**config.mk**
```make
export PLATFORM = sky130hd
export DESIGN_NAME = xv_pixel_fetch
export DESIGN_NICKNAME = d
export VERILOG_FILES = /design/src/source/xv_video_pkg.sv /design/src/source/xv_pixel_fetch.sv
export SDC_FILE = /design/constraint.sdc
export NUM_CORES = 1
export LEC_CHECK = 0
export BUFFER_PORTS_ARGS = -buffer_cell sky130_fd_sc_hd__buf_4
export CORE_MARGIN = 3
export CORE_UTILIZATION = 51
export DETAILED_ROUTE_END_ITERATION = 12
export HOLD_SLACK_MARGIN = 0.06
export PLACE_DENSITY = 0.81
export SLEW_MARGIN = 20
export SYNTH_ARGS = -nofsm -noshare
export SYNTH_HDL_FRONTEND = slang
export SYNTH_SLANG_ARGS = --single-unit
```
**constraint.sdc**
```tcl
create_clock -name clk -period 2.8 [get_ports clk]
set_input_delay 0.28 -clock clk [delete_from_list [all_inputs] [get_ports clk]]
set_output_delay 0.28 -clock clk [all_outputs]
set_load 0.02 [all_outputs]
```
**src/source/xv_video_pkg.sv**
```systemverilog
// ##########################################################################
// video side types, pipeline stage structs and the VRAM word decode
// pixel 0 of a VRAM word is always the most significant field
// ##########################################################################
`default_nettype none

package xv_video_pkg;

typedef logic [3:0] idx4_t;         // 4-bpp colour index
typedef logic [7:0] idx8_t;         // 8-bpp colour index, palette address

typedef struct packed {
    logic [3:0]     red;
    logic [3:0]     green;
    logic [3:0]     blue;
} rgb_t;

// one VRAM word seen as 4 nibble pixels or 2 byte pixels
// px4[3] / px8[1] is pixel 0
typedef union packed {
    idx4_t [3:0]    px4;
    idx8_t [1:0]    px8;
} vram_word_u;

// stage 1 -> stage 2
typedef struct packed {
    logic           de;
    logic           hsync;
    logic           vsync;
    logic           fetch;          // VRAM word arrives with this pixel
    logic [1:0]     sub;            // pixel number inside the word
} pix_req_t;

// stage 2 -> stage 3
typedef struct packed {
    logic           de;
    logic           hsync;
    logic           vsync;
    idx8_t          idx;            // 4-bpp indices zero extended
} pix_idx_t;

typedef struct packed {
    logic           hsync;
    logic           vsync;
    logic           de;
    rgb_t           rgb;
} video_out_t;

endpackage

`default_nettype wire

```
**src/source/xv_pixel_fetch.sv**
```systemverilog
// ##########################################################################
// stage 2: hold the fetched VRAM word and pick one colour index per pixel
// vram_data_i is only valid in the cycle pix_i.fetch is set
// mode must not change mid word or the index is mixed
// ##########################################################################
`default_nettype none
`timescale 1ns/100ps

module xv_pixel_fetch
    import xv_video_pkg::*;
(
    input  wire logic           clk,
    input  wire logic           reset_i,
    input  wire logic           mode_bpp8_i,
    input  wire pix_req_t       pix_i,
    input  wire logic [15:0]    vram_data_i,
    output pix_idx_t            idx_o
);

vram_word_u     word_q;         // word of the current pixel group
vram_word_u     word_cur;
idx8_t          idx;

always_comb begin
    word_cur = pix_i.fetch ? vram_word_u'(vram_data_i) : word_q;
    // pixel 0 sits in the top field, so invert the sub number
    if (mode_bpp8_i) begin
        idx = word_cur.px8[~pix_i.sub[0]];
    end else begin
        idx = {4'h0, word_cur.px4[~pix_i.sub]};
    end
end

always_ff @(posedge clk) begin
    if (pix_i.fetch) begin
        word_q <= vram_word_u'(vram_data_i);
    end
end

always_ff @(posedge clk) begin
    if (reset_i) begin
        idx_o <= '0;
    end else begin
        idx_o.de    <= pix_i.de;
        idx_o.hsync <= pix_i.hsync;
        idx_o.vsync <= pix_i.vsync;
        idx_o.idx   <= idx;
    end
end

endmodule

`default_nettype wire

```
; Word level (Yosys, flattened, before mapping)
; Index checks and enable logic that the tools add are counted.
[totals]
register_bits = 27
out_inout_bits = 11
[classes]
magnitude_cmp = 2
mux = 6
bitwise = 3
reduce_logical = 1
[ops]
columns = operator, n
row1 = 16-bit two-way mux, 1
row2 = 8-bit two-way mux, 2
row3 = 4-bit binary-select mux with 2-bit select, 1
row4 = 4-bit two-way mux, 2
row5 = "2-bit by 3-bit less-than comparator with 1-bit output, second input constant", 1
row6 = "1-bit by 2-bit less-than comparator with 1-bit output, second input constant", 1
row7 = 1-bit NOT, 2
row8 = 2-bit NOT, 1
row9 = 2-bit OR reduction, 1

; Depth between registers and ports, before layout
[logic_depth]
ltp_word = 4
ltp_mapped = 4

; Worst setup path before layout
; OpenSTA, ideal clock, no wires.
[synth_path]
path_type = input to register
from = input pix_i[2] (netlist name)
to = register idx_o[0] (netlist name)
arrival_ns = 1.013
required_time_ns = 2.677
slack_ns = 1.664
stages = 4
path_buffers = 1
cell_sequence = buf_6 mux4_2 nand2_1 nand3_1
[synth_between]
elab_chain_cells = 4
[synth_lines]
columns = item, line_no
row1 = from (decl), xv_pixel_fetch.sv:15  ; input wire pix_req_t pix_i,
row2 = 16-bit two-way mux (*), --
row3 = 4-bit binary-select mux with 2-bit select or 8-bit two-way mux (tied branches), "xv_pixel_fetch.sv:30, xv_pixel_fetch.sv:28"
row4 = 4-bit two-way mux (not written as such) or 8-bit two-way mux (tied branches), "xv_pixel_fetch.sv:30, xv_pixel_fetch.sv:28"
row5 = 4-bit two-way mux (*), xv_pixel_fetch.sv:27  ; if (mode_bpp8_i) begin
row6 = to (decl), xv_pixel_fetch.sv:17  ; output pix_idx_t idx_o
; Every way passes the cells marked *; elsewhere a longest branch is shown, timed or not. The select of a mux whose other input is x is not followed.
; A chain may end at the register's enable or synchronous reset.

; Worst setup path in the final report
[layout_path]
from = register idx_o[3] (netlist name)
to = output idx_o[3] (netlist name)
; No word-level cell between the ends.

==> parameters.txt <==
Parameter                              Value

Setup path
  Startpoint class of the critical path    flip-flop
  Total stage count of the critical path    1
  CP max-delay cell    dfxtp_1
  Type of destination of the critical path    output port
  Kind of critical path    reg2out
  Cells along the critical path    buf_4
  Count of cells along the worst register-to-register path    3
  Arr. time, crit path    0.79 ns
  Critical path's largest stage delay    0.35 ns
  Combined buffer and inverter count along the critical path    1
  Data required time of the worst path    2.52 ns
  Biggest fanout along the worst timing path    1
  Top cell family by delay on the critical path    flip-flops

Timing
  Tightest slew margin relative to the limit    71.6%
  Worst hold slack    0.164 ns
  Slew at the pin with the worst max-slew slack    0.423 ns
  Timing-limited maximum frequency    933 MHz
  Unrepaired setup endpoints after global routing    false
  Layout Skew    0.00540 ns
  Total of endpoints with negative setup slack in the final report    0
  Final worst setup slack    1.73 ns
  Final worst path period share    38.3%
  Count of final max-slew check failures    0
  Hold Fails Final Rpt    0
  Clock period minus final worst setup slack    1.07 ns
  Total negative slack for setup checks    0 ns

CTS
  Post-CTS Hold Fix Bufs    0
  Post-CTS resize count    0
  Postcts setup bufs    0
  Number of H-tree levels    1
  Clk root buf    clkbuf_4
  Clock transition at path regs    0.14 ns
  Skew-Pair Late Insertion Delay    0.31 ns
  Clock tree from TritonCTS    built
  Clock sink count    27
  Buffers from clock root to sink, at most    2
  Number of buffers added by the clock tree synthesis step    3

Die
  Height of the die    51.1 µm
  Die area    0.00261 mm²
  Core outline area    0.00182 mm²
  Starting utilization of the core area    57.0%
  Standard-cell rows    15
  Boundary Pins    36
  X dimension of the die    51.1 µm

Pwr
  Peak supply drop    0.405 mV
  Pwr Total    730 µW
  Power per cell area    549 mW/mm²
  Pleak    0.000575 µW

Global routing
  Overall Global Routing Usage    16.8%
  Initial antenna violation count    0
  Vias in the first global route    777
  Largest net degree at the start of global routing    21
  Overflow left after global routing    0
  Wire length of the first global-routing pass    3.24 mm

Routing
  Routed WL per cell    13.4 µm
  Sum of routed wire length over all layers    1.98 mm
  Number of vias per cell after detailed routing    5.12
  DRT Pass-1 Iters    4
  Total via count after detailed routing    758
  Remaining antenna violation count after routing    0
  Drc violations    0
  Starting DRC count in detailed routing    10

Place
  Routability cong.    0.739
  Setup slack after placement    1.46 ns
  DP HPWL    1.60 mm
  Input/output buffers    35

Status
  Result of the run    complete, no violations

Logic synthesis
  Area of the mapped netlist    0.00104 mm²
  Fraction of the yosys area taken by sequential cells    52.1%
  Yosys Warn Count    0
  Synth unique cells    17
  Seq cells post-synth    27
  Gate count after technology mapping    88
  Syn_area_per_cell    11.8 µm²
  Net count of the mapped netlist    113

Cells and area
  Count of inserted antenna diode cells    0
  Fraction of final layout cells sized beyond drive strength 1    48.8%
  Area growth, synth to finish    28.2%
  Number of filler instances in the final layout    147
  Net total in the final layout    149

Flow run
  Number of maximum-capacitance violations    0

Worst hold path
  Depth of the worst hold-timing path    2
  Type of the worst min-delay path    in2reg
==> report_power, final <==
| group | switching (µW) | total [µW] | internal [µW] | leakage (µW) |
|---|---|---|---|---|
| combinational | 60.1 | 138 | 77.9 | 0.000331 |
| clock | 107 | 160 | 53.4 | 0.0000177 |
| sequential | 11.8 | 432 | 420 | 0.000226 |
| total | 178 | 730 | 552 | 0.000575 |
==> per-stage QoR <==
step | area (µm²) | cells | util (%)
after detailed placement | 1300 | 144 | 71.5
after global placement | 1300 | 144 | 71.5
after global routing | 1330 | 148 | 73.1
after CTS | 1330 | 148 | 73.1
after floorplan | 1040 | 88 | -
final | 1330 | 148 | 73.1
==> routing by layer <==
layer / routed length, µm / global-route usage (%) / vias up / part of all wire [%]
met5: 0 / 0 / - / 0
met4: 25 / 6.73 / 0 / 1.3
met3: 109 / 3.79 / 4 / 5.5
li1: - / - / 383 / -
met1: 815 / 17.6 / 350 / 41
met2: 1030 / 32.0 / 21 / 52
==> logic make-up (layout without fill, tap and decap cells) <==
kind of cell	count (synthesis)	count (layout)	synth area share (%)
mux	20	20	26.1
simple gates	28	28	13.9
flops	27	27	52.1
buf+inv	5	40	3.14
compound gates	8	8	4.83
==> cell usage after synthesis <==
| cell type | count | share of area [%] |
|---|---|---|
| buf_2 | 2 | 0.97 |
| buf_4 | 1 | 0.72 |
| buf_6 | 1 | 1.1 |
| dfxtp_1 | 27 | 52 |
| inv_1 | 1 | 0.36 |
| mux2_2 | 16 | 17 |
| mux4_2 | 4 | 8.7 |
| nand2_1 | 4 | 1.4 |
| nand2b_1 | 1 | 0.60 |
| nand3_1 | 4 | 1.9 |
| nor2_1 | 8 | 2.9 |
| nor2b_1 | 4 | 2.4 |
| nor3_1 | 5 | 2.4 |
| nor3b_1 | 1 | 0.72 |
| nor4b_2 | 1 | 1.4 |
| o211ai_1 | 4 | 2.9 |
| o21ai_0 | 4 | 1.9 |
==> cell usage in the layout, fill, tap and decap left out, drive strengths merged <==
| cell type | count |
|---|---|
| nand2 | 4 |
| nor2b | 4 |
| dfxtp | 27 |
| clkinv | 1 |
| o21ai | 4 |
| nor4b | 1 |
| nor3b | 1 |
| inv | 1 |
| o211ai | 4 |
| nor2 | 8 |
| nand3 | 4 |
| nor3 | 5 |
| mux4 | 4 |
| mux2 | 16 |
| clkbuf | 3 |
| buf | 35 |
| nand2b | 1 |
==> path summary, 6_finish.rpt <==
path                                     startpoint             endpoint  slack, ns
worst min-delay path                       pix_i[3]  idx_o[8]$_SDFF_PP0_       0.16
worst max register to register   word_q[13]$_DFF_P_  idx_o[1]$_SDFF_PP0_       1.77
worst max-delay path            idx_o[3]$_SDFF_PP0_             idx_o[3]       1.73
worst min register to register   word_q[10]$_DFF_P_   word_q[10]$_DFF_P_       0.49
==> sequential cells by signal, indices dropped and copies added, names as in the netlist <==
name and cells:
word_q 16, idx_o 11
==> area by class of cell <==
type | count | area, µm² | area share, %
Clock buffer | 3 | 22.5 | 1.69
Clock inverter | 1 | 5.00 | 0.376
Inverter | 1 | 3.75 | 0.282
Multi-Input combinational cell | 56 | 464 | 34.9
Sequential cell | 27 | 541 | 40.6
Tap cell | 25 | 31.3 | 2.35
Timing Repair Buffer | 35 | 263 | 19.8
No activity file was read; power rests on OpenSTA's default activity.
