File: src/source/xv_defs.svh
// ##########################################################################
// raster timing is a tiny 16x4 visible frame so simulation stays short
// all timing values are in clocks (horizontal) or lines (vertical)
// counter widths must hold the totals below, check them if timing grows
// ##########################################################################
`ifndef XV_DEFS_SVH
`define XV_DEFS_SVH

// horizontal timing, clocks
`define XV_H_VISIBLE    16
`define XV_H_FRONT      2
`define XV_H_SYNC       2
`define XV_H_BACK       4
`define XV_H_TOTAL      (`XV_H_VISIBLE + `XV_H_FRONT + `XV_H_SYNC + `XV_H_BACK)
`define XV_H_CW         5           // h counter width, holds 0..23

// vertical timing, lines
`define XV_V_VISIBLE    4
`define XV_V_FRONT      1
`define XV_V_SYNC       1
`define XV_V_BACK       2
`define XV_V_TOTAL      (`XV_V_VISIBLE + `XV_V_FRONT + `XV_V_SYNC + `XV_V_BACK)
`define XV_V_CW         4           // v counter width, holds 0..7

// memories
`define XV_VRAM_WORDS   1024
`define XV_VRAM_AW      10
`define XV_PAL_ENTRIES  256
`define XV_REG_COUNT    10          // mapped APB registers, rest is slverr

`endif

File: src/source/xv_video_pkg.sv
// ##########################################################################
// video side types, pipeline stage structs and the VRAM word decode
// pixel 0 of a VRAM word is always the most significant field
// ##########################################################################
`default_nettype none

package xv_video_pkg;

typedef logic [3:0] idx4_t;         // 4-bpp colour index
typedef logic [7:0] idx8_t;         // 8-bpp colour index, palette address

typedef struct packed {
    logic [3:0]     red;
    logic [3:0]     green;
    logic [3:0]     blue;
} rgb_t;

// one VRAM word seen as 4 nibble pixels or 2 byte pixels
// px4[3] / px8[1] is pixel 0
typedef union packed {
    idx4_t [3:0]    px4;
    idx8_t [1:0]    px8;
} vram_word_u;

// stage 1 -> stage 2
typedef struct packed {
    logic           de;
    logic           hsync;
    logic           vsync;
    logic           fetch;          // VRAM word arrives with this pixel
    logic [1:0]     sub;            // pixel number inside the word
} pix_req_t;

// stage 2 -> stage 3
typedef struct packed {
    logic           de;
    logic           hsync;
    logic           vsync;
    idx8_t          idx;            // 4-bpp indices zero extended
} pix_idx_t;

typedef struct packed {
    logic           hsync;
    logic           vsync;
    logic           de;
    rgb_t           rgb;
} video_out_t;

endpackage

`default_nettype wire

File: src/source/xv_color_lut.sv
// ##########################################################################
// stage 3: palette RAM and registered RGB out, syncs travel alongside
// rgb is forced to zero outside the display area
// ##########################################################################
`default_nettype none
`timescale 1ns/100ps

`include "xv_defs.svh"

module xv_color_lut
    import xv_video_pkg::*;
(
    input  wire logic           clk,
    input  wire logic           reset_i,
    input  wire logic           pal_wr_i,
    input  wire logic [7:0]     pal_addr_i,
    input  wire rgb_t           pal_data_i,
    input  wire pix_idx_t       idx_i,
    output video_out_t          video_o
);

rgb_t       palette [`XV_PAL_ENTRIES];

always_ff @(posedge clk) begin
    if (pal_wr_i) begin
        palette[pal_addr_i] <= pal_data_i;      // CPU side only writes
    end
end

always_ff @(posedge clk) begin
    if (reset_i) begin
        video_o <= '0;
    end else begin
        video_o.hsync <= idx_i.hsync;
        video_o.vsync <= idx_i.vsync;
        video_o.de    <= idx_i.de;
        video_o.rgb   <= idx_i.de ? palette[idx_i.idx] : '0;   // black in blank
    end
end

endmodule

`default_nettype wire

File: config.mk
export PLATFORM = sky130hd
export DESIGN_NAME = xv_color_lut
export DESIGN_NICKNAME = d
export VERILOG_FILES = /design/src/source/xv_video_pkg.sv /design/src/source/xv_color_lut.sv
export VERILOG_INCLUDE_DIRS = /design/src /design/src/source
export SDC_FILE = /design/constraint.sdc
export NUM_CORES = 2
export LEC_CHECK = 0
export BUFFER_PORTS_ARGS = -buffer_cell sky130_fd_sc_hd__buf_2
export CAP_MARGIN = 10
export CORE_MARGIN = 5
export CORE_UTILIZATION = 35
export CTS_BUF_LIST = sky130_fd_sc_hd__clkbuf_16
export DETAILED_ROUTE_END_ITERATION = 12
export GPL_TIMING_DRIVEN = 0
export SETUP_SLACK_MARGIN = 0.3
export SLEW_MARGIN = 20
export SYNTH_ARGS = -nofsm -noshare
export SYNTH_HDL_FRONTEND = slang
export SYNTH_SLANG_ARGS = --single-unit
File: constraint.sdc
create_clock -name clk -period 5.2 [get_ports clk]
set_input_delay 0.26 -clock clk [delete_from_list [all_inputs] [get_ports clk]]
set_output_delay 0.26 -clock clk [all_outputs]
set_load 0.05 [all_outputs]
=== Word level (Yosys, flattened, before mapping) ===
Memories as Yosys holds them, arrays and structs flattened. A register that Yosys moved wholly into a read port is not among the register bits.
Cells that the tools add are included.

* Latch bits: 0
* Memory bits (writable): 3,072
* Memories: 1
* Input bits: 34
* Word-level logic and storage cells: 8
* Bits in read-only memories: 0
* Output and inout port bits: 15
* Flip-flop bits (word level): 3

{| class="wikitable"
|+ Memories
! name !! words !! width !! rd ports !! clocked after memory_dff !! write ports !! RTL line !! RTL
|-
| palette || 256 || 12 || 1 || 1 || 1 || xv_color_lut.sv:22 || <nowiki>rgb_t palette [`XV_PAL_ENTRIES];</nowiki>
|}

* Reduce and logical (&&, ||, !) cells: 1
* $add $sub $neg: 0
* Multipliers: 0
* Bitwise operators: 1
* Divide/modulo/power cells: 0
* Mux-type cells: 2
* Shifts and indexed selects: 0
* Order comparisons: 0
* Equality and inequality tests: 0

{| class="wikitable"
|+ Operators by type and width
! cell !! count
|-
| $mux 1 || 2
|-
| $reduce_or 2->1 || 1
|-
| $not 1->1 || 1
|}

=== Longest topological paths before layout ===
* Depth in word-level cells: 2
* Gate-level depth with buffers: 13
* Depth with buffers taken out: 6

=== Worst setup path after synthesis ===
OpenSTA, ideal clock, no wires.

* Kind: input-to-reg
* Start point: input port pal_addr_i[3]
* End point: memory palette[235][0] (netlist bit) (enable)
* Arrival time: 1,871 ps
* Slack: 2,949 ps
* Buffers on the path: 3
* Stages on the path: 6
* Setup time: 380 ps
* Data required time: 4,820 ps
* Path through: clkbuf_1 > nor2b_1 > clkbuf_1 > nand4_1 > clkbuf_1 > nor2_1

{| class="wikitable"
|+ RTL lines
! item !! RTL line !! RTL
|-
| start: declaration || xv_color_lut.sv:16 || <nowiki>input wire logic [7:0] pal_addr_i,</nowiki>
|-
| end: declaration || xv_color_lut.sv:22 ||
|}

No word-level cell before the write port.

==> Flow_metrics.wiki <==
{| class="wikitable"
! Metric !! Value
|-
| Status || completed
|-
| Count of final setup violators || 0
|-
| Final weighted congestion in routability-driven placement || slightly above 1
|-
| Endpoint of the most critical register-to-register path || video_o[3]
|-
| Floorplan die area || 0.356 mm2
|-
| Buffers on Ports || a little over 40
|-
| Data arrival, critical path || 5.91 ns
|-
| Synth Cell Area || 0.121 mm2
|-
| Cell Pwr Density || 384 mW/mm2
|-
| Number of nets with antenna violations after routing || 0
|-
| 1st-iter DRT viols || 12700
|-
| Ranking of synthesized cells by area || sky130_fd_sc_hd__edfxtp_1 76%, sky130_fd_sc_hd__mux4_2 8.8%, sky130_fd_sc_hd__mux2i_1 3.4%
|-
| Count of TritonRoute iterations in the first routing pass || 6
|-
| Number of placed instances, taps included || 10500
|-
| Number of storage elements in the synthesis netlist || slightly above 3000
|-
| Via density per instance || 6.25
|-
| Number of clock sinks || around 3100
|-
| Total nets after synthesis || 5798
|-
| CP Capture Type || register
|-
| Fmax || 194 MHz
|-
| Portion of the clock cycle consumed by the worst path in the final layout || 0.993
|-
| Number of nets in the layout || 6363
|-
| Top-count cell post-synth || sky130_fd_sc_hd__edfxtp_1
|-
| Final worst-path setup slack || roughly 0.037 ns
|-
| CTS Buffer Depth || 4
|-
| Hold path start || reset_i
|-
| Grt ovf || 0
|-
| Final routed DRC violation total || 0
|-
| CTS tree || done
|-
| Worst setup slack after placement || -1.05 ns
|-
| Multi-input gate area in the final layout || 0.0261 mm2
|-
| Number of buffers created by CTS || 324
|-
| Slew of the pin with the lowest slew margin || 1.39 ns
|-
| Count of cell types in the netlist || 71
|-
| Width of the die || approximately 600 um
|-
| Area taken by flip-flops and latches || around 0.093 mm2
|-
| Top cell type by total area after synthesis || sky130_fd_sc_hd__edfxtp_1
|-
| Fill count || 30100
|-
| # IOs || 49
|-
| Cells after Synth || 5764
|-
| Total via count in the routed design || between 60000 and 70000
|-
| Cell depth of the worst hold path || 3
|-
| Syn_area_per_cell || around 21 um2
|-
| Root Buffer Master || sky130_fd_sc_hd__clkbuf_16
|-
| Top cell types by occurrence after synthesis || 3072 x sky130_fd_sc_hd__edfxtp_1, 473 x sky130_fd_sc_hd__mux4_2, 409 x sky130_fd_sc_hd__mux2i_1
|-
| First-pass GRT wire length || 644000 um
|-
| Placed wire-length estimate after detailed placement || 355000 um
|-
| RSZ-0062 raised after global routing || false
|-
| Average wire length per cell after detail routing || about 45 um
|-
| CORE AREA || between 0.3 and 0.4 mm2
|-
| Maximum VDD drop || 0.253 mV
|-
| Number of endpoints with negative hold slack in the final report || 0
|-
| Headroom to the max-slew limit || 0.0661
|-
| Register area share after synthesis || 0.767
|-
| Async set or reset register ratio after synthesis || 0
|-
| Worst Path Required || a little under 6 ns
|-
| Type of the worst setup path || in2reg
|-
| Clock network latency to the later pin of the worst-skew pair || around 0.95 ns
|-
| Hold EP || video_o[13]
|-
| Reported max-cap violation count || 0
|-
| Type of the worst min-delay path || in2reg
|-
| Reg-to-Reg Start || palette[254][3]
|-
| Share of the synthesized area in the top cell type || 0.765
|-
| Highest net fanout along the worst path || 10
|-
| Total count of max-transition violations in the final report || 0
|-
| Via count of the first global-routing pass || 65100
|-
| Number of enable flip-flop cells after synthesis || 3072
|-
| Initial core utilization || 0.351
|-
| Worst-path clk slew || 0.06 ns
|-
| Fraction of final layout cells sized beyond drive strength 1 || 0.265
|-
| Setup clock skew after layout || 0.0569 ns
|-
| Setup slack of the most critical reg-to-reg path || 1.20 ns
|-
| Total routed wirelength || 504000 um
|-
| Maximum number of pins on one net before global-route repair || between 100 and 150
|-
| Final non-filler cell total || ~11000
|-
| Min cycle time layout || 5.16 ns
|-
| CTS H-Tree Depth || 5
|-
| Ys flop type || sky130_fd_sc_hd__edfxtp_1
|-
| Leakage || between 40 and 50 nW
|-
| Antenna violations before repair || 67
|-
| Y dimension of the die || between 500 and 600 um
|-
| Area growth, synth to finish || 17.2%
|-
| Cell Rows || 215
|-
| Worst reg2reg path depth || 6
|-
| Total Routing Usage GR || 0.275
|-
| Number of warnings printed during yosys synthesis || 0
|-
| Launching element type of the critical path || primary input
|}
placed cells by master (no fill, tap or decap), types with 71 or more instances in the layout:
cell type / instances
sky130_fd_sc_hd__clkinv_1: 71
sky130_fd_sc_hd__clkbuf_16: 330
sky130_fd_sc_hd__mux2i_1: 409
sky130_fd_sc_hd__edfxtp_1: 3072
sky130_fd_sc_hd__nor2_2: 249
sky130_fd_sc_hd__o221ai_1: 135
sky130_fd_sc_hd__buf_8: 97
sky130_fd_sc_hd__nor3_1: 103
sky130_fd_sc_hd__o22ai_1: 124
sky130_fd_sc_hd__nand2_1: 106
sky130_fd_sc_hd__clkbuf_2: 75
sky130_fd_sc_hd__buf_2: 104
sky130_fd_sc_hd__mux4_1: 105
sky130_fd_sc_hd__mux4_2: 473
sky130_fd_sc_hd__buf_6: 98
logic make-up after synthesis:
logic type | Yosys count | share of synthesized area
and+or+nand+nor | 748 | 0.0291
muxes | 998 | 0.146
buffers and inverters | 356 | 0.0231
DFF | 3087 | 0.767
AOI/OAI and AO/OA | 575 | 0.0344
sequential cells by signal (all words and copies together), names as in the netlist:
signal and flops:
palette 3072, video_o 15
worst max path at each step:
stage / cells past startpoint / from / to / slack [ns]
after global routing: 10 / idx_i[1] / video_o[11] / 0.37
after CTS: 10 / idx_i[1] / video_o[3] / 0.33
after floorplan: 6 / pal_addr_i[3] / palette[235][0] / 2.95
after detailed placement: 10 / idx_i[1] / video_o[8] / -1.05
after global placement: 10 / idx_i[1] / video_o[4] / -2.13
final: 10 / idx_i[1] / video_o[3] / 0.04
critical path, cell delays in order:
cell                      delay [ns]
sky130_fd_sc_hd__buf_2          0.40
sky130_fd_sc_hd__buf_4          0.37
sky130_fd_sc_hd__buf_6          0.24
sky130_fd_sc_hd__buf_2          0.68
sky130_fd_sc_hd__buf_2          0.74
sky130_fd_sc_hd__mux4_2         0.35
sky130_fd_sc_hd__nor3_2         0.11
sky130_fd_sc_hd__nor4_1         1.01
sky130_fd_sc_hd__nand4_1        0.84
sky130_fd_sc_hd__o22ai_1        0.81
layout make-up:
cell class / instances / area share
diodes: 44 / 0.000779
plain buffers: 353 / 0.0205
clock buffers: 330 / 0.0584
clock inverters: 257 / 0.0156
inverters: 3 / 0.0000796
multi-input cells: 2321 / 0.184
flip-flops and latches: 3087 / 0.654
well taps: 4557 / 0.0403
repair buffers: 239 / 0.0254
power by group:
group,switching [mW],internal (mW)
clock network,10.1,13.1
registers,0.0141,27.4
logic,2.72,0.951
total,12.8,41.4
timing repair:
| action | CTS | global route |
|---|---|---|
| hold buffers | 16 | 0 |
| hold endpoints to repair | 695 | 0 |
| resized for setup | 4 | 0 |
| buffers inserted | 0 | 0 |
| endpoints found under the setup margin | 7 | 0 |
routing by layer:
layer	part of all wire	up-vias	track usage
li1	-	25600	-
met1	0.35	37200	0.335
met2	0.43	5766	0.401
met3	0.14	1408	0.113
met4	0.085	22	0.185
met5	0.00032	-	0
stage by stage:
stage          total power, mW  hold WS [ns]  instance area [um2]  setup TNS, ns  utilization
6_report                  54.3        0.0581               141000              0        0.412
5_1_grt                   55.2        0.0736               141000              0        0.412
4_1_cts                   54.1        0.0101               141000              0        0.412
3_5_place_dp              31.4         0.462               131000          -7.75        0.381
3_3_place_gp              31.3         0.447               127000         -19.18        0.369
2_1_floorplan             29.3         0.332               121000              0            -
Note: power is estimated with default switching activity, not from simulation.
