`config.mk`:
```
export PLATFORM = sky130hd
export DESIGN_NAME = xv_reg_interface
export DESIGN_NICKNAME = d
export VERILOG_FILES = /design/src/source/xv_bus_pkg.sv /design/src/source/xv_video_pkg.sv /design/src/source/xv_reg_interface.sv
export VERILOG_INCLUDE_DIRS = /design/src /design/src/source
export SDC_FILE = /design/constraint.sdc
export NUM_CORES = 1
export LEC_CHECK = 0
export CORE_MARGIN = 5
export CORE_UTILIZATION = 35
export CTS_BUF_LIST = sky130_fd_sc_hd__clkbuf_4
export CTS_CLUSTER_DIAMETER = 200
export DETAILED_ROUTE_END_ITERATION = 10
export DONT_BUFFER_PORTS = 1
export GPL_TIMING_DRIVEN = 0
export HOLD_SLACK_MARGIN = 0.15
export PLACE_DENSITY = 0.59
export SYNTH_ARGS = -nofsm -noshare
export SYNTH_HDL_FRONTEND = slang
export SYNTH_SLANG_ARGS = --single-unit
```
`constraint.sdc`:
```
create_clock -name clk -period 3.13 [get_ports clk]
set_clock_uncertainty 0.1 [all_clocks]
set_input_delay 0.4695 -clock clk [delete_from_list [all_inputs] [get_ports clk]]
set_output_delay 0.4695 -clock clk [all_outputs]
set_load 0.05 [all_outputs]
```
`src/source/xv_defs.svh`:
```
// ##########################################################################
// raster timing is a tiny 16x4 visible frame so simulation stays short
// all timing values are in clocks (horizontal) or lines (vertical)
// counter widths must hold the totals below, check them if timing grows
// ##########################################################################
`ifndef XV_DEFS_SVH
`define XV_DEFS_SVH

// horizontal timing, clocks
`define XV_H_VISIBLE    16
`define XV_H_FRONT      2
`define XV_H_SYNC       2
`define XV_H_BACK       4
`define XV_H_TOTAL      (`XV_H_VISIBLE + `XV_H_FRONT + `XV_H_SYNC + `XV_H_BACK)
`define XV_H_CW         5           // h counter width, holds 0..23

// vertical timing, lines
`define XV_V_VISIBLE    4
`define XV_V_FRONT      1
`define XV_V_SYNC       1
`define XV_V_BACK       2
`define XV_V_TOTAL      (`XV_V_VISIBLE + `XV_V_FRONT + `XV_V_SYNC + `XV_V_BACK)
`define XV_V_CW         4           // v counter width, holds 0..7

// memories
`define XV_VRAM_WORDS   1024
`define XV_VRAM_AW      10
`define XV_PAL_ENTRIES  256
`define XV_REG_COUNT    10          // mapped APB registers, rest is slverr

`endif

```
`src/source/xv_bus_pkg.sv`:
```
// ##########################################################################
// CPU side types: APB port, VRAM request and register map
// paddr is a word address, only 16-bit accesses exist
// ##########################################################################
`default_nettype none

`include "xv_defs.svh"

package xv_bus_pkg;

typedef struct packed {
    logic           psel;
    logic           penable;
    logic           pwrite;
    logic [3:0]     paddr;          // word register number
    logic [15:0]    pwdata;
} apb_req_t;

typedef struct packed {
    logic [15:0]    prdata;
    logic           pready;
    logic           pslverr;
} apb_rsp_t;

typedef struct packed {
    logic                       sel;    // held until ack
    logic                       wr;
    logic [`XV_VRAM_AW-1:0]     addr;
    logic [15:0]                data;
} vram_req_t;

typedef enum logic [3:0] {
    REG_MODE        = 4'd0,     // bit 0 = 8 bpp
    REG_BASE        = 4'd1,     // frame start word
    REG_VADDR       = 4'd2,
    REG_VDATA       = 4'd3,     // post-increments VADDR
    REG_PADDR       = 4'd4,
    REG_PDATA       = 4'd5,     // write only, post-increments PADDR
    REG_INT_MASK    = 4'd6,
    REG_INT_STATUS  = 4'd7,     // write 1 to clear
    REG_LINE_CMP    = 4'd8,
    REG_STATUS      = 4'd9      // bit 0 vblank, bit 1 hblank
} reg_num_e;

typedef logic [1:0] intr_t;
localparam int INTR_VBLANK = 0;     // first blank line
localparam int INTR_LINE   = 1;     // line compare hit

endpackage

`default_nettype wire

```
`src/source/xv_video_pkg.sv`:
```
// ##########################################################################
// video side types, pipeline stage structs and the VRAM word decode
// pixel 0 of a VRAM word is always the most significant field
// ##########################################################################
`default_nettype none

package xv_video_pkg;

typedef logic [3:0] idx4_t;         // 4-bpp colour index
typedef logic [7:0] idx8_t;         // 8-bpp colour index, palette address

typedef struct packed {
    logic [3:0]     red;
    logic [3:0]     green;
    logic [3:0]     blue;
} rgb_t;

// one VRAM word seen as 4 nibble pixels or 2 byte pixels
// px4[3] / px8[1] is pixel 0
typedef union packed {
    idx4_t [3:0]    px4;
    idx8_t [1:0]    px8;
} vram_word_u;

// stage 1 -> stage 2
typedef struct packed {
    logic           de;
    logic           hsync;
    logic           vsync;
    logic           fetch;          // VRAM word arrives with this pixel
    logic [1:0]     sub;            // pixel number inside the word
} pix_req_t;

// stage 2 -> stage 3
typedef struct packed {
    logic           de;
    logic           hsync;
    logic           vsync;
    idx8_t          idx;            // 4-bpp indices zero extended
} pix_idx_t;

typedef struct packed {
    logic           hsync;
    logic           vsync;
    logic           de;
    rgb_t           rgb;
} video_out_t;

endpackage

`default_nettype wire

```
`src/source/xv_reg_interface.sv`:
```
// ##########################################################################
// APB slave with the mode, base, VRAM port, palette port and irq registers
// only REG_VDATA stalls (pready low until the VRAM arbiter acks)
// palette is write only, REG_PDATA reads as zero
// unmapped addresses finish at once with pslverr, reads return zero
// ##########################################################################
`default_nettype none
`timescale 1ns/100ps

`include "xv_defs.svh"

module xv_reg_interface
    import xv_bus_pkg::*, xv_video_pkg::*;
(
    input  wire logic                       clk,
    input  wire logic                       reset_i,
    input  wire apb_req_t                   apb_req_i,
    output apb_rsp_t                        apb_rsp_o,
    output vram_req_t                       vram_req_o,
    input  wire logic                       vram_ack_i,     // one cycle after grant
    input  wire logic [15:0]                vram_data_i,
    output logic                            mode_bpp8_o,
    output logic [`XV_VRAM_AW-1:0]          base_o,
    output logic [`XV_V_CW-1:0]             line_cmp_o,
    output logic                            pal_wr_o,
    output logic [7:0]                      pal_addr_o,
    output rgb_t                            pal_data_o,
    output intr_t                           intr_mask_o,
    output intr_t                           intr_clear_o,   // pulse, write 1 to clear
    input  wire intr_t                      intr_status_i,
    input  wire logic                       vblank_i,
    input  wire logic                       hblank_i
);

reg_num_e                   reg_num;
logic                       access;         // APB access phase
logic                       unmapped;
logic                       done;           // transfer ends this cycle
logic                       wr_done;
logic [`XV_VRAM_AW-1:0]     vaddr;          // VRAM pointer
logic [15:0]                rd_data;

always_comb begin
    reg_num  = reg_num_e'(apb_req_i.paddr);
    access   = apb_req_i.psel & apb_req_i.penable;
    unmapped = apb_req_i.paddr >= 4'(`XV_REG_COUNT);
    done     = access & ((reg_num != REG_VDATA) | vram_ack_i);   // vdata waits for ack
    wr_done  = done & apb_req_i.pwrite & ~unmapped;
end

// VRAM port, sel drops in the ack cycle so no second grant
always_comb begin
    vram_req_o.sel  = access & (reg_num == REG_VDATA) & ~vram_ack_i;
    vram_req_o.wr   = apb_req_i.pwrite;
    vram_req_o.addr = vaddr;
    vram_req_o.data = apb_req_i.pwdata;
end

assign pal_wr_o     = wr_done & (reg_num == REG_PDATA);
assign pal_data_o   = rgb_t'(apb_req_i.pwdata[11:0]);         // 0x0RGB
assign intr_clear_o = (wr_done && reg_num == REG_INT_STATUS) ?
                      intr_t'(apb_req_i.pwdata[1:0]) : '0;

always_comb begin
    case (reg_num)
        REG_MODE:       rd_data = {15'h0, mode_bpp8_o};
        REG_BASE:       rd_data = 16'(base_o);
        REG_VADDR:      rd_data = 16'(vaddr);
        REG_VDATA:      rd_data = vram_data_i;          // valid in ack cycle
        REG_PADDR:      rd_data = 16'(pal_addr_o);
        REG_INT_MASK:   rd_data = 16'(intr_mask_o);
        REG_INT_STATUS: rd_data = 16'(intr_status_i);
        REG_LINE_CMP:   rd_data = 16'(line_cmp_o);
        REG_STATUS:     rd_data = {14'h0, hblank_i, vblank_i};
        default:        rd_data = 16'h0;                // PDATA and unmapped
    endcase
end

always_comb begin
    apb_rsp_o.prdata  = rd_data;
    apb_rsp_o.pready  = done;
    apb_rsp_o.pslverr = access & unmapped;
end

always_ff @(posedge clk) begin
    if (reset_i) begin
        mode_bpp8_o <= 1'b0;
        base_o      <= '0;
        vaddr       <= '0;
        pal_addr_o  <= '0;
        intr_mask_o <= '0;
        line_cmp_o  <= '0;
    end else if (done) begin
        case (reg_num)
            REG_MODE:       if (apb_req_i.pwrite) mode_bpp8_o <= apb_req_i.pwdata[0];
            REG_BASE:       if (apb_req_i.pwrite) base_o <= apb_req_i.pwdata[`XV_VRAM_AW-1:0];
            REG_VADDR:      if (apb_req_i.pwrite) vaddr <= apb_req_i.pwdata[`XV_VRAM_AW-1:0];
            REG_VDATA:      vaddr <= vaddr + 1'b1;          // read or write
            REG_PADDR:      if (apb_req_i.pwrite) pal_addr_o <= apb_req_i.pwdata[7:0];
            REG_PDATA:      if (apb_req_i.pwrite) pal_addr_o <= pal_addr_o + 1'b1;
            REG_INT_MASK:   if (apb_req_i.pwrite) intr_mask_o <= apb_req_i.pwdata[1:0];
            REG_LINE_CMP:   if (apb_req_i.pwrite) line_cmp_o <= apb_req_i.pwdata[`XV_V_CW-1:0];
            default: ;
        endcase
    end
end

endmodule

`default_nettype wire

```
==> Word level (Yosys, flattened, before mapping) <==
Cells that the tools add are included.
{ "classes": {"order_cmp": 1, "muxes": 7, "n_bitwise": 11, "n_addsub": 2, "n_eq_ne": 13, "n_reduce_logical": 10} }
{ "op_table": {"columns": ["op", "count"], "rows": [
  ["case mux 16 bit (9 select lines)", 1],
  ["case mux 10 bit (2 select lines)", 1],
  ["== test 4 x 3 -> 1 bit (second input constant)", 4],
  ["two-way mux 8 bit", 2],
  ["case mux 8 bit (2 select lines)", 1],
  ["AND reduction 3 bit", 5],
  ["adder 10 x 1 -> 10 bit (second input constant)", 1],
  ["two-way mux 10 bit", 1],
  ["adder 8 x 1 -> 8 bit (second input constant)", 1],
  ["AND 1 bit", 8],
  ["== test 4 x 2 -> 1 bit (second input constant)", 2],
  ["== test 4 bit (second input constant)", 2],
  ["!= test 2 bit (second input constant)", 3],
  ["== test 4 x 1 -> 1 bit (second input constant)", 1],
  [">= comparator 4 bit (second input constant)", 1],
  ["zero test 4 bit", 1],
  ["!= test 4 x 2 -> 1 bit (second input constant)", 1],
  ["AND reduction 4 bit", 1],
  ["nonzero test 2 bit", 2],
  ["two-way mux 2 bit", 1],
  ["inverter 1 bit", 2],
  ["logical AND 1 bit", 1],
  ["OR 1 bit", 1]
]} }
{ "word_totals": {"elab_cells": 50, "register_bits": 35, "inputBits": 46} }

==> Depth between registers and ports, before layout <==
{ "depth": {"depth_word": 7, "mapped_depth": 7, "depth_no_buf": 5} }

==> Worst setup path before layout <==
OpenSTA, ideal clock, no wires.
{ "synth_path": {"path_kind": "input -> output", "startpoint": "input apb_req_i[17] (netlist bit)", "endpoint": "output apb_rsp_o[0] (netlist bit)", "stages": 4, "path_buffers": 2, "setup_slack_ns": 0.371, "arrival_time_ns": 2.189, "required_time_ns": 2.560, "cell_sequence": "buf_2 clkbuf_1 nor2_1 nor3b_1"} }
{ "synth_lines": {"columns": ["element", "line", "source"], "rows": [
  ["start, declared", "xv_reg_interface.sv:17", "input wire apb_req_t apb_req_i,"],
  ["end, declared", "xv_reg_interface.sv:18", "output apb_rsp_t apb_rsp_o,"]
]} }

==> flow_summary.html <==
<table>
<tr><th>Metric</th><th>Value</th></tr>
<tr><th colspan="2">STA</th></tr>
<tr><td>Setup Viol. Count Final</td><td>0</td></tr>
<tr><td>Maximum clock rate</td><td>0.334 GHz</td></tr>
<tr><td>Post-route setup slack</td><td>0.139 ns</td></tr>
<tr><td>Period minus WS final</td><td>2.99 ns</td></tr>
<tr><td>Relative slew margins</td><td>4.21%</td></tr>
<tr><td>Number of slew-limit violations in the final report</td><td>0</td></tr>
<tr><td>Accumulated negative setup slack</td><td>0 ns</td></tr>
<tr><td>Slew at the pin closest to its max-slew limit</td><td>1.43 ns</td></tr>
<tr><td>Unrepaired setup endpoints after global routing</td><td>no</td></tr>
<tr><td>Share of the clock period used by the worst path after layout</td><td>95.5%</td></tr>
<tr><td>Final hold violation count</td><td>0</td></tr>
<tr><th colspan="2">Detailed routing</th></tr>
<tr><td>DR DRC count</td><td>0</td></tr>
<tr><td>Initial DRT Pass Iterations</td><td>4</td></tr>
<tr><td>Routed Antenna Nets</td><td>0</td></tr>
<tr><td>Per-cell routed wire length</td><td>20.2 um</td></tr>
<tr><td>Total via count after detailed routing</td><td>2443</td></tr>
<tr><td>Post-detailed-routing wire length</td><td>8.61 mm</td></tr>
<tr><td>DR iter-0 viols</td><td>137</td></tr>
<tr><td>Via-per-instance ratio</td><td>5.72</td></tr>
<tr><th colspan="2">GRT</th></tr>
<tr><td>Tot GR Track Use</td><td>18.0%</td></tr>
<tr><td>Congestion Overflow GR</td><td>0</td></tr>
<tr><td>Vias in the first global route</td><td>2269</td></tr>
<tr><td>Wire length of the first global-routing pass</td><td>12.6 mm</td></tr>
<tr><td>Pin count of the biggest net entering global routing</td><td>11</td></tr>
<tr><td>Number of antenna violations at the first check in global routing</td><td>0</td></tr>
<tr><th colspan="2">Logic synthesis</th></tr>
<tr><td>Warnings from Yosys</td><td>0</td></tr>
<tr><td>Number of nets produced by synthesis</td><td>367</td></tr>
<tr><td>Most area-consuming cells after synthesis</td><td>sky130_fd_sc_hd__dfxtp_1 (27%), sky130_fd_sc_hd__mux2i_1 (11%), sky130_fd_sc_hd__buf_4 (8.8%)</td></tr>
<tr><td>Share of the synthesized area in the top cell type</td><td>27.2%</td></tr>
<tr><td>Number of synthesized register bits</td><td>35</td></tr>
<tr><td>Yosys cell types</td><td>54</td></tr>
<tr><td>Number of flops mapped to enable cells by yosys</td><td>0</td></tr>
<tr><td>Post-synth top area cell</td><td>sky130_fd_sc_hd__dfxtp_1</td></tr>
<tr><td>Fraction of registers with async set/reset</td><td>0%</td></tr>
<tr><td>Share of the yosys chip area belonging to registers</td><td>27.2%</td></tr>
<tr><td>Cell area after synthesis</td><td>2570 um2</td></tr>
<tr><td>Dominant register cell in the synthesized netlist</td><td>sky130_fd_sc_hd__dfxtp_1</td></tr>
<tr><td>Average footprint of a synthesized cell</td><td>8.06 um2</td></tr>
<tr><td>Mapped Cells</td><td>319</td></tr>
<tr><th colspan="2">Floorplanning</th></tr>
<tr><td>Site Rows</td><td>31</td></tr>
<tr><td>Vertical die dimension</td><td>95.7 um</td></tr>
<tr><td>Area of the core region</td><td>7210 um2</td></tr>
<tr><td>I/O pins</td><td>132</td></tr>
<tr><td>Die area</td><td>9160 um2</td></tr>
<tr><td>Starting density of the core</td><td>35.7%</td></tr>
<tr><td>Die boundary width</td><td>95.7 um</td></tr>
<tr><th colspan="2">Placed design</th></tr>
<tr><td>Pre-CTS worst setup slack</td><td>0.135 ns</td></tr>
<tr><td>Instance area at placement</td><td>2710 um2</td></tr>
<tr><td>Final estimated routing congestion in global placement</td><td>0.851</td></tr>
<tr><td>Detailed placement HPWL</td><td>6.73 mm</td></tr>
<tr><td>Buffers added on ports</td><td>0</td></tr>
<tr><th colspan="2">Clock network</th></tr>
<tr><td>Htree depth</td><td>2</td></tr>
<tr><td>Root Buffer</td><td>sky130_fd_sc_hd__clkbuf_4</td></tr>
<tr><td>Hold-fix buffer count after cts</td><td>1</td></tr>
<tr><td>Bufs on Longest Clock Path</td><td>2</td></tr>
<tr><td>Total CTS buffers</td><td>5</td></tr>
<tr><td>Clock edge transition at the registers on the reported setup and hold paths</td><td>0.11 ns</td></tr>
<tr><td>Clock latency reported for the late side of the worst-skew pair</td><td>0.35 ns</td></tr>
<tr><td>Post-CTS setup repair buffer count</td><td>0</td></tr>
<tr><td>Clock Sinks</td><td>35</td></tr>
<tr><td>CTS tree</td><td>yes</td></tr>
<tr><td>Post-CTS resize count</td><td>0</td></tr>
<tr><th colspan="2">Cells and area</th></tr>
<tr><td>Fraction of final layout cells with drive strength greater than 1</td><td>19.8%</td></tr>
<tr><td>Most frequent standard cell in the layout excluding fill and tap cells</td><td>sky130_fd_sc_hd__dfxtp_1</td></tr>
<tr><td>Cell area after layout</td><td>2770 um2</td></tr>
<tr><td>Synth-to-layout area growth</td><td>7.83%</td></tr>
<tr><td>Fill cells</td><td>783</td></tr>
<tr><td>Number of nets in the layout</td><td>375</td></tr>
<tr><td>Top library cells by usage in the layout, fill and taps aside</td><td>sky130_fd_sc_hd__dfxtp_1 (35), sky130_fd_sc_hd__nor2_1 (33), sky130_fd_sc_hd__buf_4 (30)</td></tr>
<tr><td>Final core occ</td><td>38.4%</td></tr>
<tr><td>Count of antenna diodes in the layout</td><td>0</td></tr>
<tr><th colspan="2">Power and ir drop</th></tr>
<tr><td>Pwr dens</td><td>340 nW/um2</td></tr>
<tr><td>Largest voltage drop on the vdd net</td><td>0.000173 V</td></tr>
<tr><td>Leakage power of the design</td><td>1.08 nW</td></tr>
<tr><th colspan="2">Worst setup path</th></tr>
<tr><td>Arr. time, crit path</td><td>2.42 ns</td></tr>
<tr><td>Setup crit end kind</td><td>output port</td></tr>
<tr><td>Series of cell instances along the critical path</td><td>buf_2, buf_2, nor2b_1, a22oi_1, o22a_1, o21ai_1</td></tr>
<tr><td>WP data required</td><td>2.56 ns</td></tr>
<tr><td>Biggest cell delay along the critical path</td><td>0.78 ns</td></tr>
<tr><td>Largest fanout on the critical path</td><td>10</td></tr>
<tr><td>Critical setup path kind</td><td>primary input to output port</td></tr>
<tr><td>Critical path's slowest cell</td><td>sky130_fd_sc_hd__o21ai_1</td></tr>
<tr><td>Cell seen most often among critical-path stages</td><td>sky130_fd_sc_hd__buf_2</td></tr>
<tr><td>Kind of launch point of the worst setup path</td><td>primary input</td></tr>
<tr><th colspan="2">Job</th></tr>
<tr><td>Max capacitance violation total</td><td>0</td></tr>
<tr><th colspan="2">Outcome</th></tr>
<tr><td>Run status</td><td>finished, final reports clean</td></tr>
<tr><th colspan="2">Worst hold path</th></tr>
<tr><td>Worst min-delay path class</td><td>primary input to register</td></tr>
</table>
-- registers in the layout, summed over array words and instances, names as in the netlist --
register and cells:
vaddr 10, base_o 10, line_cmp_o 4, mode_bpp8_o 1, pal_addr_o 8, intr_mask_o 2
-- Yosys cell counts, types with 4 or more instances --
cell type and n:
sky130_fd_sc_hd__a21oi_1 12, sky130_fd_sc_hd__a22oi_1 10, sky130_fd_sc_hd__and2_1 14, sky130_fd_sc_hd__buf_2 11
sky130_fd_sc_hd__buf_4 30, sky130_fd_sc_hd__clkbuf_1 9, sky130_fd_sc_hd__dfxtp_1 35, sky130_fd_sc_hd__inv_1 5
sky130_fd_sc_hd__mux2_2 4, sky130_fd_sc_hd__mux2i_1 28, sky130_fd_sc_hd__nand2_1 16, sky130_fd_sc_hd__nand3_1 12
sky130_fd_sc_hd__nor2_1 33, sky130_fd_sc_hd__nor2b_1 4, sky130_fd_sc_hd__nor3_1 11, sky130_fd_sc_hd__nor4_1 4
sky130_fd_sc_hd__o21ai_0 12, sky130_fd_sc_hd__o21ai_1 8, sky130_fd_sc_hd__o22ai_1 5
-- power breakdown --
group	switching [W]	internal [W]	total (W)
Combinational	0.000165	0.0000661	0.000231
Sequential	0.0000149	0.000448	0.000463
Clock	0.000157	0.0000919	0.000249
Total	0.000337	0.000606	0.000943
-- critical path, delay by kind of cell --
family / cells / cell delay [ns]
compound gates: 3 / 1.16
buf+inv: 2 / 0.38
simple gates: 1 / 0.42
-- layer usage --
layer  vias to the layer above  GRT usage, %  share of wire, %
li1                       1154             -                 -
met1                      1150          22.1                41
met2                       128          29.5                46
met3                        11          7.51                13
met4                         0          3.91               1.2
met5                         -             0                 0
-- per-stage QoR --
step	total power [W]	hold WS, ns	instances
2_1_floorplan	0.000674	0.513	319
3_3_place_gp	0.000701	0.517	418
3_5_place_dp	0.000703	0.523	418
4_1_cts	0.000946	0.152	427
5_1_grt	0.000978	0.152	427
6_report	0.000943	0.162	427
-- cells by family (layout without fill, tap and decap cells) --
group	count (synthesis)	in the layout	share of synthesized area, %
buf+inv	57	66	13.5
fa+ha+maj	2	2	0.973
compound gates	74	74	19.7
flops	35	35	27.2
mux	33	33	13.5
simple gates	118	118	25.0
-- path summary, 6_finish.rpt --
| path | from | to | slack, ns | cells after the start |
|---|---|---|---|---|
| worst max-delay path | apb_req_i[16] | apb_rsp_o[5] | 0.14 | 6 |
| worst min register to register | vaddr[9]$_SDFFE_PP0P_ | vaddr[9]$_SDFFE_PP0P_ | 0.67 | 2 |
| worst max register to register | vaddr[0]$_SDFFE_PP0P_ | vaddr[8]$_SDFFE_PP0P_ | 1.04 | 5 |
| worst min-delay path | apb_req_i[7] | base_o[7]$_SDFFE_PP0P_ | 0.16 | 2 |
-- final cells by class --
cell class                 instances  area [um2]  area share [%]
buffer                            52         329            11.9
clock buffer                       6        45.0            1.62
clock inverter                     2        7.51           0.271
inverter                           5        18.8           0.677
multi-input combinational        227        1540            55.5
sequential                        35         701            25.3
tap                               99         124            4.47
timing repair buffer               1        10.0           0.361
Note: power is estimated with default switching activity, not from simulation.
